**config.mk**
```make
export PLATFORM = sky130hd
export DESIGN_NAME = audio_mix_top
export DESIGN_NICKNAME = d
export VERILOG_FILES = /design/src/audio_pkg.sv /design/src/audio_mix_top.sv /design/src/host_cmd_port.sv /design/src/mix_input_stage.sv /design/src/stereo_blend_stage.sv /design/src/volume_clamp_stage.sv
export SDC_FILE = /design/constraint.sdc
export NUM_CORES = 1
export LEC_CHECK = 0
export BUFFER_PORTS_ARGS = -buffer_cell sky130_fd_sc_hd__buf_2
export CAP_MARGIN = 20
export CORE_MARGIN = 5
export CORE_UTILIZATION = 39
export DETAILED_ROUTE_END_ITERATION = 8
export PLACE_DENSITY = 0.51
export SYNTH_ARGS = -nofsm -noshare
export SYNTH_HDL_FRONTEND = slang
export SYNTH_SLANG_ARGS = --single-unit
```
**constraint.sdc**
```tcl
create_clock -name clk_sys -period 6.3 [get_ports clk_sys]
set_clock_uncertainty 0.1 [all_clocks]
set_input_delay 0.945 -clock clk_sys [delete_from_list [all_inputs] [get_ports clk_sys]]
set_output_delay 0.945 -clock clk_sys [all_outputs]
set_load 0.1 [all_outputs]
```
**src/audio_pkg.sv**
```systemverilog
package audio_pkg;

	//////////////////////////////////////////////////////////////
	// Sample and control widths
	//////////////////////////////////////////////////////////////

	// One audio sample as seen on the core, host or output side
	typedef logic [15:0] sample_t;

	// Intermediate sum, one guard bit above a sample
	typedef logic signed [16:0] wide_t;

	// Attenuation code
	// Bit 4 mutes, bits 3:0 give the right-shift count
	typedef logic [4:0] att_t;

	// Word carried on the host command port
	typedef logic [15:0] host_word_t;

	//////////////////////////////////////////////////////////////
	// Enumerations
	//////////////////////////////////////////////////////////////

	// Crossfeed share of the opposite channel
	typedef enum logic [1:0] {
		mix_none    = 2'd0,
		mix_quarter = 2'd1,
		mix_half    = 2'd2,
		mix_full    = 2'd3
	} mix_t;

	// Host port transaction phase
	typedef enum logic {
		cmd_idle = 1'b0,
		cmd_data = 1'b1
	} cmd_state_t;

	//////////////////////////////////////////////////////////////
	// Host command codes
	//////////////////////////////////////////////////////////////

	localparam logic [7:0] CMD_VOLUME = 8'h26;

endpackage

```
**src/audio_mix_top.sv**
```systemverilog
`timescale 1ns/10ps

module audio_mix_top import audio_pkg::*; (
	input  logic       clk_sys,
	input  logic       resetd,

	input  sample_t    i_core_l,
	input  sample_t    i_core_r,
	input  sample_t    i_host_l,
	input  sample_t    i_host_r,
	input  logic       i_is_signed,
	input  mix_t       i_mix,

	input  logic       i_host_req,
	input  logic       i_host_sel,
	input  host_word_t i_host_data,
	output logic       o_host_ack,

	output sample_t    o_audio_l,
	output sample_t    o_audio_r
);

	att_t    att;

	wide_t   sum_l;
	wide_t   sum_r;
	sample_t pre_l;
	sample_t pre_r;
	wide_t   blend_l;
	wide_t   blend_r;

	//////////////////////////////////////////////////////////////
	// Host command port
	//////////////////////////////////////////////////////////////

	host_cmd_port u_host_cmd_port (
		.clk_sys     (clk_sys),
		.resetd      (resetd),
		.i_host_req  (i_host_req),
		.i_host_sel  (i_host_sel),
		.i_host_data (i_host_data),
		.o_host_ack  (o_host_ack),
		.o_att       (att)
	);

	//////////////////////////////////////////////////////////////
	// Left channel
	//////////////////////////////////////////////////////////////

	mix_input_stage u_input_l (
		.clk_sys     (clk_sys),
		.resetd      (resetd),
		.i_core      (i_core_l),
		.i_host_pcm  (i_host_l),
		.i_is_signed (i_is_signed),
		.o_sum       (sum_l),
		.o_pre       (pre_l)
	);

	// Right pre value feeds the left crossfeed
	stereo_blend_stage u_blend_l (
		.clk_sys     (clk_sys),
		.resetd      (resetd),
		.i_sum       (sum_l),
		.i_other_pre (pre_r),
		.i_mix       (i_mix),
		.o_blend     (blend_l)
	);

	volume_clamp_stage u_volume_l (
		.clk_sys  (clk_sys),
		.resetd   (resetd),
		.i_blend  (blend_l),
		.i_att    (att),
		.o_sample (o_audio_l)
	);

	//////////////////////////////////////////////////////////////
	// Right channel
	//////////////////////////////////////////////////////////////

	mix_input_stage u_input_r (
		.clk_sys     (clk_sys),
		.resetd      (resetd),
		.i_core      (i_core_r),
		.i_host_pcm  (i_host_r),
		.i_is_signed (i_is_signed),
		.o_sum       (sum_r),
		.o_pre       (pre_r)
	);

	stereo_blend_stage u_blend_r (
		.clk_sys     (clk_sys),
		.resetd      (resetd),
		.i_sum       (sum_r),
		.i_other_pre (pre_l),
		.i_mix       (i_mix),
		.o_blend     (blend_r)
	);

	volume_clamp_stage u_volume_r (
		.clk_sys  (clk_sys),
		.resetd   (resetd),
		.i_blend  (blend_r),
		.i_att    (att),
		.o_sample (o_audio_r)
	);

endmodule

```
**src/host_cmd_port.sv**
```systemverilog
`timescale 1ns/10ps

module host_cmd_port import audio_pkg::*; (
	input  logic       clk_sys,
	input  logic       resetd,

	input  logic       i_host_req,
	input  logic       i_host_sel,
	input  host_word_t i_host_data,

	output logic       o_host_ack,
	output att_t       o_att
);

	//////////////////////////////////////////////////////////////
	// Handshake
	//////////////////////////////////////////////////////////////

	// First stage of the acknowledge chain, also the edge reference
	logic req_q;
	logic ack_q;

	// High for the single cycle in which a new word is accepted
	logic word_take;

	assign word_take = i_host_req & ~req_q;

	always_ff @(posedge clk_sys) begin
		if (resetd) begin
			req_q <= 1'b0;
			ack_q <= 1'b0;
		end else begin
			req_q <= i_host_req;
			ack_q <= req_q;
		end
	end

	assign o_host_ack = ack_q;

	//////////////////////////////////////////////////////////////
	// Command decoder
	//////////////////////////////////////////////////////////////

	cmd_state_t state;
	logic [7:0] cmd_q;
	att_t       att_q;

	always_ff @(posedge clk_sys) begin
		if (resetd) begin
			state <= cmd_idle;
			cmd_q <= 8'd0;
			att_q <= '0;
		end else if (!i_host_sel) begin
			// Deselect ends the transaction
			state <= cmd_idle;
			cmd_q <= 8'd0;
		end else if (word_take) begin
			case (state)
				cmd_idle: begin
					// Only the low byte carries the command code
					cmd_q <= i_host_data[7:0];
					state <= cmd_data;
				end
				cmd_data: begin
					if (cmd_q == CMD_VOLUME) begin
						att_q <= i_host_data[4:0];
					end
				end
				default: begin
					state <= cmd_idle;
				end
			endcase
		end
	end

	assign o_att = att_q;

	//////////////////////////////////////////////////////////////
	// Checks
	//////////////////////////////////////////////////////////////

	// Acknowledge is a two-cycle echo of request
	a_ack_follows_req: assert property (
		@(posedge clk_sys) disable iff (resetd)
		$rose(o_host_ack) |-> $past(i_host_req, 2)
	) else $error("host ack rose without a request two cycles earlier");

endmodule

```
**src/mix_input_stage.sv**
```systemverilog
`timescale 1ns/10ps

module mix_input_stage import audio_pkg::*; (
	input  logic    clk_sys,
	input  logic    resetd,

	input  sample_t i_core,
	input  sample_t i_host_pcm,
	input  logic    i_is_signed,

	output wide_t   o_sum,
	output sample_t o_pre
);

	//////////////////////////////////////////////////////////////
	// Core sample deglitch
	//////////////////////////////////////////////////////////////

	sample_t core_d1;
	sample_t core_d2;
	sample_t core_d3;
	sample_t core_held;

	always_ff @(posedge clk_sys) begin
		if (resetd) begin
			core_d1   <= '0;
			core_d2   <= '0;
			core_d3   <= '0;
			core_held <= '0;
		end else begin
			core_d1 <= i_core;
			core_d2 <= core_d1;
			core_d3 <= core_d2;
			// Pass on only values seen twice in a row
			if (core_d2 == core_d3) begin
				core_held <= core_d2;
			end
		end
	end

	//////////////////////////////////////////////////////////////
	// Alignment and host PCM sum
	//////////////////////////////////////////////////////////////

	wide_t aligned_q;
	wide_t sum_q;
	sample_t pre_q;

	always_ff @(posedge clk_sys) begin
		if (resetd) begin
			aligned_q <= '0;
			sum_q     <= '0;
			pre_q     <= '0;
		end else begin
			// Unsigned input is halved to fit under the sign bit
			aligned_q <= i_is_signed ? {core_held[15], core_held}
			                         : {2'b00, core_held[15:1]};
			sum_q     <= aligned_q + {i_host_pcm[15], i_host_pcm};
			pre_q     <= sum_q[16:1];
		end
	end

	assign o_sum = sum_q;
	assign o_pre = pre_q;

endmodule

```
**src/stereo_blend_stage.sv**
```systemverilog
`timescale 1ns/10ps

module stereo_blend_stage import audio_pkg::*; (
	input  logic    clk_sys,
	input  logic    resetd,

	input  wide_t   i_sum,
	input  sample_t i_other_pre,
	input  mix_t    i_mix,

	output wide_t   o_blend
);

	// Opposite channel widened with its sign
	wide_t other_ext;
	wide_t blend_next;
	wide_t blend_q;

	assign other_ext = {i_other_pre[15], i_other_pre};

	//////////////////////////////////////////////////////////////
	// Crossfeed selection
	//////////////////////////////////////////////////////////////

	always_comb begin
		case (i_mix)
			mix_none: begin
				blend_next = i_sum;
			end
			mix_quarter: begin
				// Give up an eighth, take a quarter of the other side
				blend_next = i_sum - (i_sum >>> 3) + (other_ext >>> 2);
			end
			mix_half: begin
				blend_next = i_sum - (i_sum >>> 2) + (other_ext >>> 1);
			end
			mix_full: begin
				// Plain average of both channels
				blend_next = (i_sum >>> 1) + other_ext;
			end
			default: begin
				blend_next = i_sum;
			end
		endcase
	end

	always_ff @(posedge clk_sys) begin
		if (resetd) begin
			blend_q <= '0;
		end else begin
			blend_q <= blend_next;
		end
	end

	assign o_blend = blend_q;

endmodule

```
**src/volume_clamp_stage.sv**
```systemverilog
`timescale 1ns/10ps

module volume_clamp_stage import audio_pkg::*; (
	input  logic    clk_sys,
	input  logic    resetd,

	input  wide_t   i_blend,
	input  att_t    i_att,

	output sample_t o_sample
);

	wide_t   scaled_q;
	sample_t sample_q;
	logic    overflow;

	//////////////////////////////////////////////////////////////
	// Attenuation
	//////////////////////////////////////////////////////////////

	always_ff @(posedge clk_sys) begin
		if (resetd) begin
			scaled_q <= '0;
		end else if (i_att[4]) begin
			scaled_q <= '0;
		end else begin
			scaled_q <= i_blend >>> i_att[3:0];
		end
	end

	//////////////////////////////////////////////////////////////
	// Saturation
	//////////////////////////////////////////////////////////////

	// Guard bit and sign bit disagree
	assign overflow = scaled_q[16] ^ scaled_q[15];

	always_ff @(posedge clk_sys) begin
		if (resetd) begin
			sample_q <= '0;
		end else if (overflow) begin
			sample_q <= {scaled_q[16], {15{scaled_q[15]}}};
		end else begin
			sample_q <= scaled_q[15:0];
		end
	end

	assign o_sample = sample_q;

	a_clamp_on_overflow: assert property (
		@(posedge clk_sys) disable iff (resetd)
		overflow |=> (o_sample == 16'h7fff || o_sample == 16'h8000)
	) else $error("overflowed value reached the output unclamped");

endmodule

```
Yosys cells after proc, flatten, opt, wreduce, memory -nomap -nowiden
Index checks and enable logic that the tools add are counted.
- register bits: 342
- bits of input ports: 87
- output and inout port bits: 33
- logic and storage cells: 66
- add/subtract/negate cells: 12
- eq/ne operators: 6
- shifts and indexed selects: 2
- multiplexer cells: 6
- bitwise logic cells: 7
- reduce and logical (&&, ||, !) cells: 6
- operator list (kind ; number):
    $pmux 17 s4 ; 2
    $add 16x16->17 ; 4
    $add 17x14->17 ; 2
    $add 17x15->17 ; 2
    $sshr 17x4->17 ; 2
    $sub 17x14->17 ; 2
    $sub 17x15->17 ; 2
    $eq 16x16->1 ; 2
    $mux 16 ; 2
    $mux 15 ; 2
    $eq 8x6->1 const B ; 1
    $reduce_or 2->1 ; 3
    $eq 2x2->1 const B ; 2
    $not 1->1 ; 4
    $reduce_and 4->1 ; 1
    $eq 2x1->1 const B ; 1
    $logic_not 2->1 ; 1
    $reduce_and 2->1 ; 1
    $xor 1x1->1 ; 2
    $and 1x1->1 ; 1

Logic depth before layout (Yosys ltp)
- depth in word-level cells: 3
- mapped depth: 14

By module
From an unflattened synthesis, not the netlist that was laid out.
- cells, all modules: 2298
- area, all modules: 20863.8 µm²
- modules (own cells, without submodules) (module ; instances ; cells each ; area each (µm²) ; sequential area each (µm²)):
    mix_input_stage ; 2 ; 401 ; 4195.3 ; 2262.2
    stereo_blend_stage (u_blend_r) ; 1 ; 548 ; 4205.3 ; 340.3
    stereo_blend_stage (u_blend_l) ; 1 ; 513 ; 4042.6 ; 340.3
    volume_clamp_stage ; 2 ; 187 ; 1791.7 ; 660.6
    host_cmd_port ; 1 ; 61 ; 641.9 ; 320.3

Least setup slack after synthesis
OpenSTA, ideal clock, no wires.
- path type: register -> register
- start: register u_input_l.sum_q[7] (netlist: u_input_l.o_sum[7])
- end: register u_blend_l.blend_q[11] (netlist: u_blend_l.o_blend[11])
- setup time: 0.114 ns
- arrival time: 2.927 ns
- required time: 6.086 ns
- slack: 3.158 ns
- stages on the path, launching flop included: 13
- path buffers: 1
- period minus slack after synthesis: 3.142 ns
- cell sequence: dfxtp_1 -> inv_1 -> fa_1 -> inv_1 -> ha_1 -> clkbuf_1 -> and3_1 -> a311oi_1 -> o21bai_1 -> a21o_1 -> xnor2_1 -> and3_1 -> a2111oi_0
- word-level cells in the longest chain between the ends: 3
- ends and longest elaborated chain (what ; RTL line ; text):
    from (decl) ; mix_input_stage.sv:46 ; wide_t sum_q;
    from (signal assigned) ; mix_input_stage.sv:58 ; sum_q <= aligned_q + {i_host_pcm[15], i_host_pcm};
    $sub 17x15->17 / $sub 17x14->17 (equally long branches) ; stereo_blend_stage.sv:35, stereo_blend_stage.sv:32 ;
    $add 17x15->17 / $add 17x14->17 (equally long branches) ; stereo_blend_stage.sv:35, stereo_blend_stage.sv:32 ;
    $pmux 17 s4 * ; stereo_blend_stage.sv:26 ; case (i_mix)
    to (signal assigned) ; stereo_blend_stage.sv:51 ; blend_q <= blend_next;
    to (decl) ; stereo_blend_stage.sv:17 ; wide_t blend_q;
Mark *: on every way between the ends. The rest lies on a longest branch, timed or not.
A chain may end at the register's enable or synchronous reset.

Worst setup path in the final report
- start: register u_input_l.sum_q[1] (netlist: u_input_l.o_sum[1])
- end: register u_blend_l.blend_q[15] (netlist: u_blend_l.o_blend[15])
Same word-level chain as after synthesis.

==> metrics <==
status=finished clean; Synth area leader=dfxtp_1; Post-synth EDFFs=0; startpoint types=register; Setup crit end kind=register; post-route DRC violation count=0; CTS max path bufs=3; Die H=235 um; final period utilization=63.5%; WL/cell=16.6 um; PortBufs=111; Starting Density=39.4%; setup violators final=0; Worst-Margin Slew=1.11 ns; Syn Inst Count=2189; antenna violations before repair=0; ANT nets after route=0; core footprint=50200 sq um; Worst VDD drop=0.259 mV; relative slew slack=26.1%; Min Clock Period, post-route=4.00 ns; Crit path largest cell delay=0.61 ns; unrepaired setup endpoints after global routing=no; final setup margin=2.30 ns; Pwr Density=283 nW/um^2; total of max-cap violations=0; Synth Cell Area=19800 sq um; first-pass GRT wire length=79.1 mm; Clk pin slew, worst setup/hold paths=0.06 ns; flops & latches, synth=342; grt total ovfl=0; Crit Path Max Fanout=4; Via density=5.07; DR pass1 iterations=5; number of top-level pins=120; largest net degree at the start of global routing=126; cts hold-fix bufs=0; CP max stage cell=a311oi_1; Rows=82; Total Routing Usage GR=17.4%; vias in the first global route=14700; crit-path cells=inv_1 -> fa_1 -> inv_1 -> ha_1 -> a211oi_1 -> o21ai_0 -> a311oi_1 -> o221ai_1 -> o21ai_0 -> xnor2_1 -> o22ai_1 -> a211oi_1; fin nets=2565; Layout area overhead=13.1%; clock latency on the worst-skew pair=0.56 ns; share of the synthesized area in the top cell type=34.6%; hold_ws=0.332 ns; CTS Buf Count=39; most instantiated cells after synthesis=dfxtp_1, nor2_1, inv_1, ha_1, a21oi_1; Final GP Congestion=0.883; Final TNS setup=0 ns; post_cts resized=0; most common cell in the netlist=dfxtp_1; Syn Area/Cell=9.04 sq um; WS Path Type=register to register; YS warnings=0; fin. max-slew vios=0; Pleak=0.0103 uW; clock root cell=clkbuf_16; Die Span X=235 um; via count=15000; drt first-iter violations=747; Worst EP arrival=4.29 ns; post-synthesis sequential area ratio=34.6%; Achievable Freq=0.250 GHz; Die ar.=55300 sq um; ys flop type=dfxtp_1; synth unique cells=78; asr flop ratio synth=0%; Reg2Reg Depth=12; ranking of synthesized cells by area=dfxtp_1, ha_1, fa_1; post-CTS setup buffer count=0; CTS tree=built; Place WS=2.32 ns; H-tree depth=2; detailed-route wire length=49.2 mm; final core occ=44.6%; antenna cell count=0; Worst Hold Class=register to register; CTS sink cnt=342; CP required=6.59 ns; WP depth=12; Final Hold Vio Count=0; layout cells sized above 1=10.9%; WHS Path Cells=1; CP Buf/Inv Count=2; syn_nets=2488; hpwl dp=37.9 mm; Crit path max-delay family=compound AO/OA/AOI/OAI gates
stage by stage:
step | cells | cell area (sq um) | power [uW]
floorplan | 2189 | 19800 | 3570
global placement | 2894 | 20900 | 3940
detailed placement | 2896 | 20900 | 3950
CTS | 2965 | 22400 | 6410
global route | 2966 | 22400 | 6690
finish | 2966 | 22400 | 6330
sequential cells by signal, summed over array words and instances, names as in the netlist, 5 cells and up:
register / cells
u_input_l.o_sum: 17
u_blend_l.o_blend: 17
u_blend_r.o_blend: 17
u_input_l.core_d1: 16
u_input_l.o_pre: 16
u_input_r.aligned_q: 16
u_input_l.core_held: 16
u_input_r.o_pre: 16
u_input_l.aligned_q: 16
u_volume_l.scaled_q: 17
u_input_r.core_d1: 16
u_volume_r.o_sample: 16
u_input_r.o_sum: 17
u_host_cmd_port.cmd_q: 8
u_input_l.core_d3: 16
u_host_cmd_port.o_att: 5
u_input_r.core_held: 16
u_input_r.core_d2: 16
u_volume_l.o_sample: 16
u_volume_r.scaled_q: 17
u_input_l.core_d2: 16
u_input_r.core_d3: 16
final timing paths:
path / slack [ns] / from / to
min reg2reg: 0.33 / u_input_l.core_d1[6]$_SDFF_PP0_ / u_input_l.core_d2[6]$_SDFF_PP0_
max reg2reg: 2.30 / u_input_l.o_sum[1]$_SDFF_PP0_ / u_blend_l.o_blend[15]$_SDFF_PP0_
max: 2.30 / u_input_l.o_sum[1]$_SDFF_PP0_ / u_blend_l.o_blend[15]$_SDFF_PP0_
min: 0.33 / u_input_l.core_d1[6]$_SDFF_PP0_ / u_input_l.core_d2[6]$_SDFF_PP0_
cells by family (layout without fill, tap and decap cells):
group                      after synthesis  in the layout  synth area share (%)
and+or+nand+nor                        639            639                  15.6
AOI/OAI and AO/OA                      439            439                  14.8
DFF                                    342            342                  34.6
buffers and inverters                  314            419                  6.00
adders and majority gates              212            212                  15.8
muxes                                  130            130                  8.10
xor gates and xnor gates               113            113                  5.00
power breakdown:
part	leakage, uW	internal, uW	switching (uW)
logic	0.00676	606	910
registers	0.00281	2290	108
clock network	0.000693	1510	909
total	0.0103	4400	1930
routing by layer:
metal  track usage (%)  vias to the layer above  part of all wire [%]
met2              28.7                      268                    46
met1              23.7                     7094                    47
met5                 0                        -                     0
li1                  -                     7598                     -
met3              2.71                       75                   4.2
met4              5.01                        0                   2.7
cell type report:
class / instances / area [sq um]
Inverter: 228 / 856
Timing Repair Buffer: 122 / 663
Sequential cell: 342 / 6850
Multi-Input combinational cell: 1533 / 11700
Tap cell: 672 / 841
Clock inverter: 16 / 278
Clock buffer: 53 / 1130
Fill cell: 4921 / 27800
cells in the final DEF (no fill, tap or decap), types with 11 or more instances in the layout:
cell type and n:
nor2_1 244, clkbuf_16 39, and3_1 16, and2_1 11, a211oi_1 55, mux4_2 23, o22ai_1 13, a31oi_1 12
inv_1 226, ha_1 148, nand2b_1 24, xor2_1 58, a21o_1 26, mux2_2 11, nor2b_1 126, mux2i_1 96
xnor2_1 55, nor3_1 28, a21oi_1 134, nor4_1 13, o21bai_1 12, dfxtp_1 341, o21a_1 17, buf_2 110
nand2_1 106, fa_1 64, nand3_1 25, o21ai_0 73
(Power assumes the default switching activity.)
